## config.mk

```make
export PLATFORM = sky130hd
export DESIGN_NAME = l1_cache
export DESIGN_NICKNAME = d
export VERILOG_FILES = /design/src/design/cache_ctrl_pkg.sv /design/src/design/cache_geom_pkg.sv /design/src/design/cache_controller.sv /design/src/design/data_store.sv /design/src/design/l1_cache.sv /design/src/design/tag_store.sv
export SDC_FILE = /design/constraint.sdc
export NUM_CORES = 1
export LEC_CHECK = 0
export ABC_AREA = 0
export BUFFER_PORTS_ARGS = -buffer_cell sky130_fd_sc_hd__buf_2
export CAP_MARGIN = 5
export CORE_MARGIN = 5
export CORE_UTILIZATION = 55
export CTS_CLUSTER_SIZE = 30
export DETAILED_ROUTE_END_ITERATION = 10
export PLACE_DENSITY = 0.73
export SETUP_SLACK_MARGIN = 0.4
export SLEW_MARGIN = 20
export SYNTH_ARGS = -nofsm -noshare
export SYNTH_HDL_FRONTEND = slang
export SYNTH_SLANG_ARGS = --single-unit
```

## constraint.sdc

```tcl
create_clock -name clk -period 6.6 [get_ports clk]
set_input_delay 1.32 -clock clk [delete_from_list [all_inputs] [get_ports clk]]
set_output_delay 1.32 -clock clk [all_outputs]
set_load 0.05 [all_outputs]
```

## src/design/cache_ctrl_pkg.sv

```systemverilog
`default_nettype none

package cache_ctrl_pkg;

	// Controller states.
	// Compare waits one cycle for the tag store result before it decides.
	typedef enum logic [2:0] {
		st_idle,
		st_compare,
		st_write_back,
		st_refill,
		st_fill_write,
		st_write_hit,
		st_respond
	} cache_state_e;

	// Source of the word written into the data store.
	// CPU data on a write, DRAM data on a refill.
	typedef enum logic {
		src_cpu,
		src_mem
	} data_src_e;

endpackage

`default_nettype wire

```

## src/design/cache_geom_pkg.sv

```systemverilog
`default_nettype none

package cache_geom_pkg;

	// Word address width of both the CPU port and the DRAM port.
	// The DRAM holds one word per address, the same as the cache.
	localparam int addr_width_default = 16;

	// Width of one data word.
	// A cache line holds exactly one word.
	localparam int data_width_default = 32;

	// Index bits select the line.
	// Four bits give sixteen lines, direct mapped.
	// The tag is whatever remains of the address above the index.
	localparam int index_width_default = 4;

endpackage

`default_nettype wire

```

## src/design/cache_controller.sv

```systemverilog
`timescale 1ns/10ps
`default_nettype none

module cache_controller #(
	parameter int ADDR_W = cache_geom_pkg::addr_width_default,
	parameter int DATA_W = cache_geom_pkg::data_width_default,
	parameter int INDEX_W = cache_geom_pkg::index_width_default
) (
	input wire clk,
	input wire rst,

	// CPU side.
	input wire cpu_req,
	input wire cpu_we,
	input wire [ADDR_W-1:0] cpu_addr,
	input wire [DATA_W-1:0] cpu_wdata,
	output logic cpu_ack,

	// DRAM side.
	output logic mem_req,
	output logic mem_we,
	output logic [ADDR_W-1:0] mem_addr,
	output logic [DATA_W-1:0] mem_wdata,
	input wire mem_ack,
	input wire [DATA_W-1:0] mem_rdata,

	// Tag store and data store.
	input wire hit,
	input wire victim_dirty,
	input wire [ADDR_W-INDEX_W-1:0] victim_tag,
	input wire [DATA_W-1:0] rd_word,
	output logic [INDEX_W-1:0] index,
	output logic [ADDR_W-INDEX_W-1:0] tag,
	output logic tag_write,
	output logic dirty_value,
	output logic data_write,
	output cache_ctrl_pkg::data_src_e data_src,
	output logic [DATA_W-1:0] fill_word,
	output logic [DATA_W-1:0] wr_word
);
	import cache_ctrl_pkg::*;

	localparam int TAG_W = ADDR_W - INDEX_W;

	cache_state_e state;
	cache_state_e next_state;

	logic req_we;
	logic cmp_ready;	// Tag store result is valid for the latched index.
	logic wb_done;		// Victim already written back in this transaction.
	logic mem_acked;	// DRAM ack seen, waiting for it to fall.
	logic mem_phase;
	logic [TAG_W-1:0] line_tag;

	assign mem_phase = (state == st_write_back) || (state == st_refill);

	// Next state.
	always_comb
	begin
		next_state = state;
		case (state)
			st_idle:
				if (cpu_req)
					next_state = st_compare;
			st_compare:
				if (cmp_ready)
				begin
					if (hit)
						next_state = req_we ? st_write_hit : st_respond;
					else if (victim_dirty && !wb_done)
						next_state = st_write_back;
					else if (req_we)
						next_state = st_write_hit;	// One-word line, nothing to fetch.
					else
						next_state = st_refill;
				end
			st_write_back:
				if (mem_acked && !mem_ack)
					next_state = st_compare;
			st_refill:
				if (mem_acked && !mem_ack)
					next_state = st_fill_write;
			st_fill_write:
				next_state = st_compare;
			st_write_hit:
				next_state = st_respond;
			st_respond:
				if (!cpu_req)
					next_state = st_idle;
			default:
				next_state = st_idle;
		endcase
	end

	// State and handshake tracking.
	always_ff @(posedge clk)
	begin
		if (!rst)
		begin
			state <= st_idle;
			cmp_ready <= 1'b0;
			wb_done <= 1'b0;
			mem_acked <= 1'b0;
		end
		else
		begin
			state <= next_state;
			cmp_ready <= (state == st_compare) && (next_state == st_compare);
			mem_acked <= mem_phase && (next_state == state) && (mem_acked || mem_ack);
			if (state == st_idle)
				wb_done <= 1'b0;
			else if ((state == st_write_back) && (next_state == st_compare))
				wb_done <= 1'b1;
		end
	end

	// Request is latched once, when it is accepted in idle.
	always_ff @(posedge clk)
	begin
		if ((state == st_idle) && cpu_req)
		begin
			req_we <= cpu_we;
			index <= cpu_addr[INDEX_W-1:0];
			tag <= cpu_addr[ADDR_W-1:INDEX_W];
			wr_word <= cpu_wdata;
		end
		// Fill word is taken while mem_ack is high.
		if ((state == st_refill) && mem_ack && !mem_acked)
			fill_word <= mem_rdata;
	end

	// Strobes decoded from the current state.
	always_comb
	begin
		cpu_ack = (state == st_respond);
		mem_req = mem_phase && !mem_acked;
		mem_we = (state == st_write_back);
		tag_write = (state == st_write_hit) || (state == st_fill_write);
		data_write = (state == st_write_hit) || (state == st_fill_write);
		dirty_value = (state == st_write_hit);
		data_src = (state == st_fill_write) ? src_mem : src_cpu;
	end

	// Write-back goes to the victim's address, a refill to the requested one.
	assign line_tag = (state == st_write_back) ? victim_tag : tag;
	assign mem_addr = {line_tag, index};

	// The indexed line still holds the victim during write-back.
	assign mem_wdata = rd_word;

endmodule

`default_nettype wire

```

## src/design/data_store.sv

```systemverilog
`timescale 1ns/10ps
`default_nettype none

module data_store #(
	parameter int DATA_W = cache_geom_pkg::data_width_default,
	parameter int INDEX_W = cache_geom_pkg::index_width_default
) (
	input wire clk,
	input wire [INDEX_W-1:0] index,
	input wire data_write,
	input wire cache_ctrl_pkg::data_src_e data_src,
	input wire [DATA_W-1:0] wr_word,
	input wire [DATA_W-1:0] fill_word,
	output logic [DATA_W-1:0] rd_word
);
	import cache_ctrl_pkg::*;

	localparam int LINES = 1 << INDEX_W;

	logic [DATA_W-1:0] data_mem [LINES];
	logic [DATA_W-1:0] write_word;

	// CPU word on a write, DRAM word on a refill.
	assign write_word = (data_src == src_mem) ? fill_word : wr_word;

	always_ff @(posedge clk)
	begin
		if (data_write)
			data_mem[index] <= write_word;
	end

	// Registered read.
	// Serves both as CPU read data and as the victim word for write-back.
	always_ff @(posedge clk)
	begin
		rd_word <= data_mem[index];
	end

endmodule

`default_nettype wire

```

## src/design/l1_cache.sv

```systemverilog
`timescale 1ns/10ps
`default_nettype none

module l1_cache #(
	parameter int ADDR_W = cache_geom_pkg::addr_width_default,
	parameter int DATA_W = cache_geom_pkg::data_width_default,
	parameter int INDEX_W = cache_geom_pkg::index_width_default
) (
	input wire clk,
	input wire rst,

	// CPU side.
	input wire cpu_req,
	input wire cpu_we,
	input wire [ADDR_W-1:0] cpu_addr,
	input wire [DATA_W-1:0] cpu_wdata,
	output logic cpu_ack,
	output logic [DATA_W-1:0] cpu_rdata,

	// DRAM side.
	output logic mem_req,
	output logic mem_we,
	output logic [ADDR_W-1:0] mem_addr,
	output logic [DATA_W-1:0] mem_wdata,
	input wire mem_ack,
	input wire [DATA_W-1:0] mem_rdata
);
	import cache_ctrl_pkg::*;

	localparam int TAG_W = ADDR_W - INDEX_W;

	logic [INDEX_W-1:0] index;
	logic [TAG_W-1:0] tag;
	logic [TAG_W-1:0] victim_tag;
	logic hit;
	logic victim_dirty;
	logic tag_write;
	logic dirty_value;
	logic data_write;
	data_src_e data_src;
	logic [DATA_W-1:0] fill_word;
	logic [DATA_W-1:0] wr_word;

	cache_controller #(
		.ADDR_W(ADDR_W),
		.DATA_W(DATA_W),
		.INDEX_W(INDEX_W)
	) cache_controller_inst (
		.clk(clk),
		.rst(rst),
		.cpu_req(cpu_req),
		.cpu_we(cpu_we),
		.cpu_addr(cpu_addr),
		.cpu_wdata(cpu_wdata),
		.cpu_ack(cpu_ack),
		.mem_req(mem_req),
		.mem_we(mem_we),
		.mem_addr(mem_addr),
		.mem_wdata(mem_wdata),
		.mem_ack(mem_ack),
		.mem_rdata(mem_rdata),
		.hit(hit),
		.victim_dirty(victim_dirty),
		.victim_tag(victim_tag),
		.rd_word(cpu_rdata),
		.index(index),
		.tag(tag),
		.tag_write(tag_write),
		.dirty_value(dirty_value),
		.data_write(data_write),
		.data_src(data_src),
		.fill_word(fill_word),
		.wr_word(wr_word)
	);

	tag_store #(
		.ADDR_W(ADDR_W),
		.INDEX_W(INDEX_W)
	) tag_store_inst (
		.clk(clk),
		.rst(rst),
		.index(index),
		.tag(tag),
		.tag_write(tag_write),
		.dirty_value(dirty_value),
		.hit(hit),
		.victim_dirty(victim_dirty),
		.victim_tag(victim_tag)
	);

	// Its read word is also the victim data for the controller.
	data_store #(
		.DATA_W(DATA_W),
		.INDEX_W(INDEX_W)
	) data_store_inst (
		.clk(clk),
		.index(index),
		.data_write(data_write),
		.data_src(data_src),
		.wr_word(wr_word),
		.fill_word(fill_word),
		.rd_word(cpu_rdata)
	);

endmodule

`default_nettype wire

```

## src/design/tag_store.sv

```systemverilog
`timescale 1ns/10ps
`default_nettype none

module tag_store #(
	parameter int ADDR_W = cache_geom_pkg::addr_width_default,
	parameter int INDEX_W = cache_geom_pkg::index_width_default
) (
	input wire clk,
	input wire rst,
	input wire [INDEX_W-1:0] index,
	input wire [ADDR_W-INDEX_W-1:0] tag,
	input wire tag_write,
	input wire dirty_value,
	output logic hit,
	output logic victim_dirty,
	output logic [ADDR_W-INDEX_W-1:0] victim_tag
);
	localparam int TAG_W = ADDR_W - INDEX_W;
	localparam int LINES = 1 << INDEX_W;

	logic [TAG_W-1:0] tag_mem [LINES];
	logic [LINES-1:0] valid;
	logic [LINES-1:0] dirty;

	// Every line starts invalid.
	always_ff @(posedge clk)
	begin
		if (!rst)
			valid <= '0;
		else if (tag_write)
			valid[index] <= 1'b1;
	end

	always_ff @(posedge clk)
	begin
		if (tag_write)
		begin
			tag_mem[index] <= tag;
			dirty[index] <= dirty_value;
		end
	end

	// Lookup result lags the index by one cycle.
	always_ff @(posedge clk)
	begin
		if (!rst)
		begin
			hit <= 1'b0;
			victim_dirty <= 1'b0;
		end
		else
		begin
			hit <= valid[index] && (tag_mem[index] == tag);
			victim_dirty <= valid[index] && dirty[index];
		end
	end

	// only meaningful when victim_dirty is set
	always_ff @(posedge clk)
	begin
		victim_tag <= tag_mem[index];
	end

endmodule

`default_nettype wire

```

==> out/qor.txt <==
status -> finished clean
CP required -> 5280 ps
max_cap viols -> 0
initial antenna violation count -> 2
Port Buf Inserts -> 167
Vias -> 15.3k
Die Width -> 255 um
CTS Hold Bufs -> 0
area leader, netlist -> edfxtp_1
Setup Fix Bufs, Post-CTS -> 0
RSZ-0062 raised after global routing -> false
Cell Area, Synth -> 0.0330 mm^2
Worst R2R End -> tag_store_inst.tag_mem[7][1]
syn_nets -> 1547
critical path cell sequence -> nor3b_2, buf_4, mux2_2, buf_2
Buf/Inv on CP -> 2
depth of the worst register-to-register path -> 4
H-tree depth -> 3
Peak VDD IR -> 0.000232 V
Post-Synth Adder-Cell Area -> 0%
Slew HR -> 34.7%
Syn. warnings -> 0
Async SR Flop Fraction -> 0%
Max Clk Rate -> 271 MHz
Initial Util -> 55.7%
Worst Setup SP -> cache_controller_inst.state[1]
worst skew pair latency -> 640 ps
total track usage -> 21.5%
Worst Setup Start Kind -> register
Critical-path top delay cell -> dfxtp_1
Power Density -> 317 mW/mm^2
mux cell area share after synthesis -> 17.4%
Layout Skew -> 21.9 ps
static leakage -> 12.2 nW
Num Clock Sinks -> 873
Worst path max stage delay -> 630 ps
post_cts resized -> 0
crit path to -> mem_addr[8]
Crit. path cell count -> 4
vias in the first global route -> 15.8k
Avg WL per Cell -> 27.6 um
sequential fraction of the synthesis area -> 77.3%
largest net degree at the start of global routing -> 136
fin nets -> 1734
Worst Path Max Fanout -> 14
GPL Wtd Cong -> 0.808
Post-Route WL -> 68800 um
final hold vios -> 0
# setup viols final -> 0
Worst-path clk slew -> 60 ps
share of layout cells above drive strength 1 -> 35.2%
initial drt markers -> 1540
max-slew violations -> 0
final period utilization -> 56.0%
root cell of the clock tree -> clkbuf_16
synthesized-area fraction occupied by ao, oa, aoi and oai cells -> 1.57%
synth top area cells -> edfxtp_1 (73%), mux4_2 (14%), dfxtp_1 (4.4%)
xor/xnor cell area share of the yosys netlist -> 0.239%
Worst Setup End Kind -> output port
Final WS setup -> 2910 ps
most common flop cell mapped by yosys -> edfxtp_1
Clock Tree Buf Depth -> 3
full die area -> 0.0650 mm^2
post-DP HPWL -> 36700 um
Yosys reg bits -> 873
GR Overflow Total -> 0
Rows -> 89
Simple-Gate Fraction of Synth Area -> 1.66%
Final ANT Viol Nets -> 0
Filler cells -> 3900
critical path type -> register to output port
CTS tree -> built
Worst Path Arrival -> 2370 ps
delay-heaviest family, CP -> flip-flops
die height -> 255 um
final setup TNS -> 0 ps
Hold WC Path Type -> register to register
first-pass GRT wire length -> 102000 um
library cells used by synthesis -> 56
Num CTS Buffers -> 86
EDFF count, synth -> 801
reg-to-reg startpoint -> cache_controller_inst.state[2]
slew of the pin with the lowest slew margin -> 979 ps
main combinational cell family by area after synthesis -> multiplexers
DRC -> 0
Reg2Reg Setup Slack -> 3260 ps
multi-input logic area -> 0.00700 mm^2
FF/Latch Area -> 0.0255 mm^2
Synth top area share -> 72.9%
post-DR vias/cell -> 6.11
Tmin final -> 3690 ps
I/O pins -> 168
Mapped Cells -> 1462
synthesized area per cell -> 22.6 um^2
Pre-antenna DRT Iters -> 5
Core ar. -> 0.0592 mm^2
dpl ws -> 3250 ps
Area Overhead vs Synth -> 13.4%
[through the flow]
step / hold WS (ps) / instances / util, % / total power [mW] / instance area (um^2)
after detailed placement: 449 / 2334 / 58.4 / 7.22 / 34600
final: 464 / 2496 / 63.1 / 11.9 / 37400
after floorplan: 435 / 1462 / - / 7.00 / 33000
after global routing: 488 / 2495 / 63.1 / 12.2 / 37400
after CTS: 463 / 2495 / 63.1 / 12.0 / 37400
after global placement: 442 / 2334 / 58.4 / 7.21 / 34600
[registers in the layout (all words and copies together), names as in the netlist, named ones only]
signal	count
data_store_inst.data_mem	512
tag_store_inst.tag_mem	192
cache_controller_inst.fill_word	32
cache_controller_inst.wr_word	32
data_store_inst.rd_word	32
tag_store_inst.dirty	16
tag_store_inst.valid	16
cache_controller_inst.tag	12
tag_store_inst.victim_tag	12
cache_controller_inst.index	4
cache_controller_inst.state	3
cache_controller_inst.cmp_ready	1
cache_controller_inst.mem_acked	1
cache_controller_inst.req_we	1
cache_controller_inst.wb_done	1
tag_store_inst.hit	1
tag_store_inst.victim_dirty	1
[cell families (layout without fill, tap and decap cells)]
kind of cell	Yosys count	count (layout)
buffers and inverters	110	370
flip-flops	873	873
XOR/XNOR	9	9
AO/OA/AOI/OAI	74	74
AND/OR/NAND/NOR	102	102
other	0	1
multiplexers	294	294
[routing by layer]
| metal | wire, um | track usage [%] |
|---|---|---|
| met1 | 28000 | 31.4 |
| met2 | 34100 | 34.6 |
| met3 | 5140 | 3.93 |
| met4 | 1480 | 5.54 |
| met5 | 0 | 0 |
[cell usage in the layout (no fill, tap or decap), drive strengths merged, types with 18 or more instances in the layout]
cell type and n:
mux2 50, buf 202, nor2 29, dfxtp 72, clkinv 36, mux4 212
edfxtp 801, o21a 18, clkbuf 116, mux2i 32
[layout make-up]
cell class	instances	share of cell area, %
clock buffers	116	6.43
inverters	7	0.0703
clock inverters	45	1.01
well taps	773	2.59
multi-input cells	479	18.7
diodes	1	0.00669
repair buffers	202	3.00
flip-flops and latches	873	68.2
[synth_stat cells, types with 3 or more instances]
library cell,count
edfxtp_1,801
mux4_2,201
dfxtp_1,72
mux2_2,50
clkbuf_1,35
buf_4,33
mux2i_1,30
nor2_1,29
buf_2,24
o21a_1,18
nand2_1,15
a21oi_1,11
mux4_1,11
nand2b_1,10
nor3_1,10
o21ai_0,10
a22oi_1,7
nor2b_1,7
xnor2_1,7
inv_1,6
nand3_1,6
and2_1,5
buf_1,5
buf_6,5
o31ai_1,5
nand4b_1,4
nor3b_1,3
o211ai_1,3
o22ai_1,3
[worst min-delay path by stage]
stage,cells after the start,to,slack [ps],from
6_report,1,tag_store_inst.valid[5],460,tag_store_inst.valid[5]
5_1_grt,1,tag_store_inst.valid[10],490,tag_store_inst.valid[10]
4_1_cts,1,tag_store_inst.valid[5],460,tag_store_inst.valid[5]
3_5_place_dp,1,tag_store_inst.valid[5],450,tag_store_inst.valid[5]
3_3_place_gp,1,tag_store_inst.valid[13],440,tag_store_inst.valid[13]
2_1_floorplan,1,tag_store_inst.valid[12],440,tag_store_inst.valid[12]
[worst register-to-register path, stage by stage (launching register included)]
cell	delay [ps]
dfxtp_1	640
nor2b_1	510
nand3_1	400
nor2_4	810
buf_4	580
[power by group]
part	switching [mW]	internal, mW	total (mW)
Combinational	0.577	0.324	0.901
Sequential	0.0664	6.13	6.20
Clock	2.03	2.73	4.76
Total	2.67	9.19	11.9
Power figures use the tool's default switching activity.
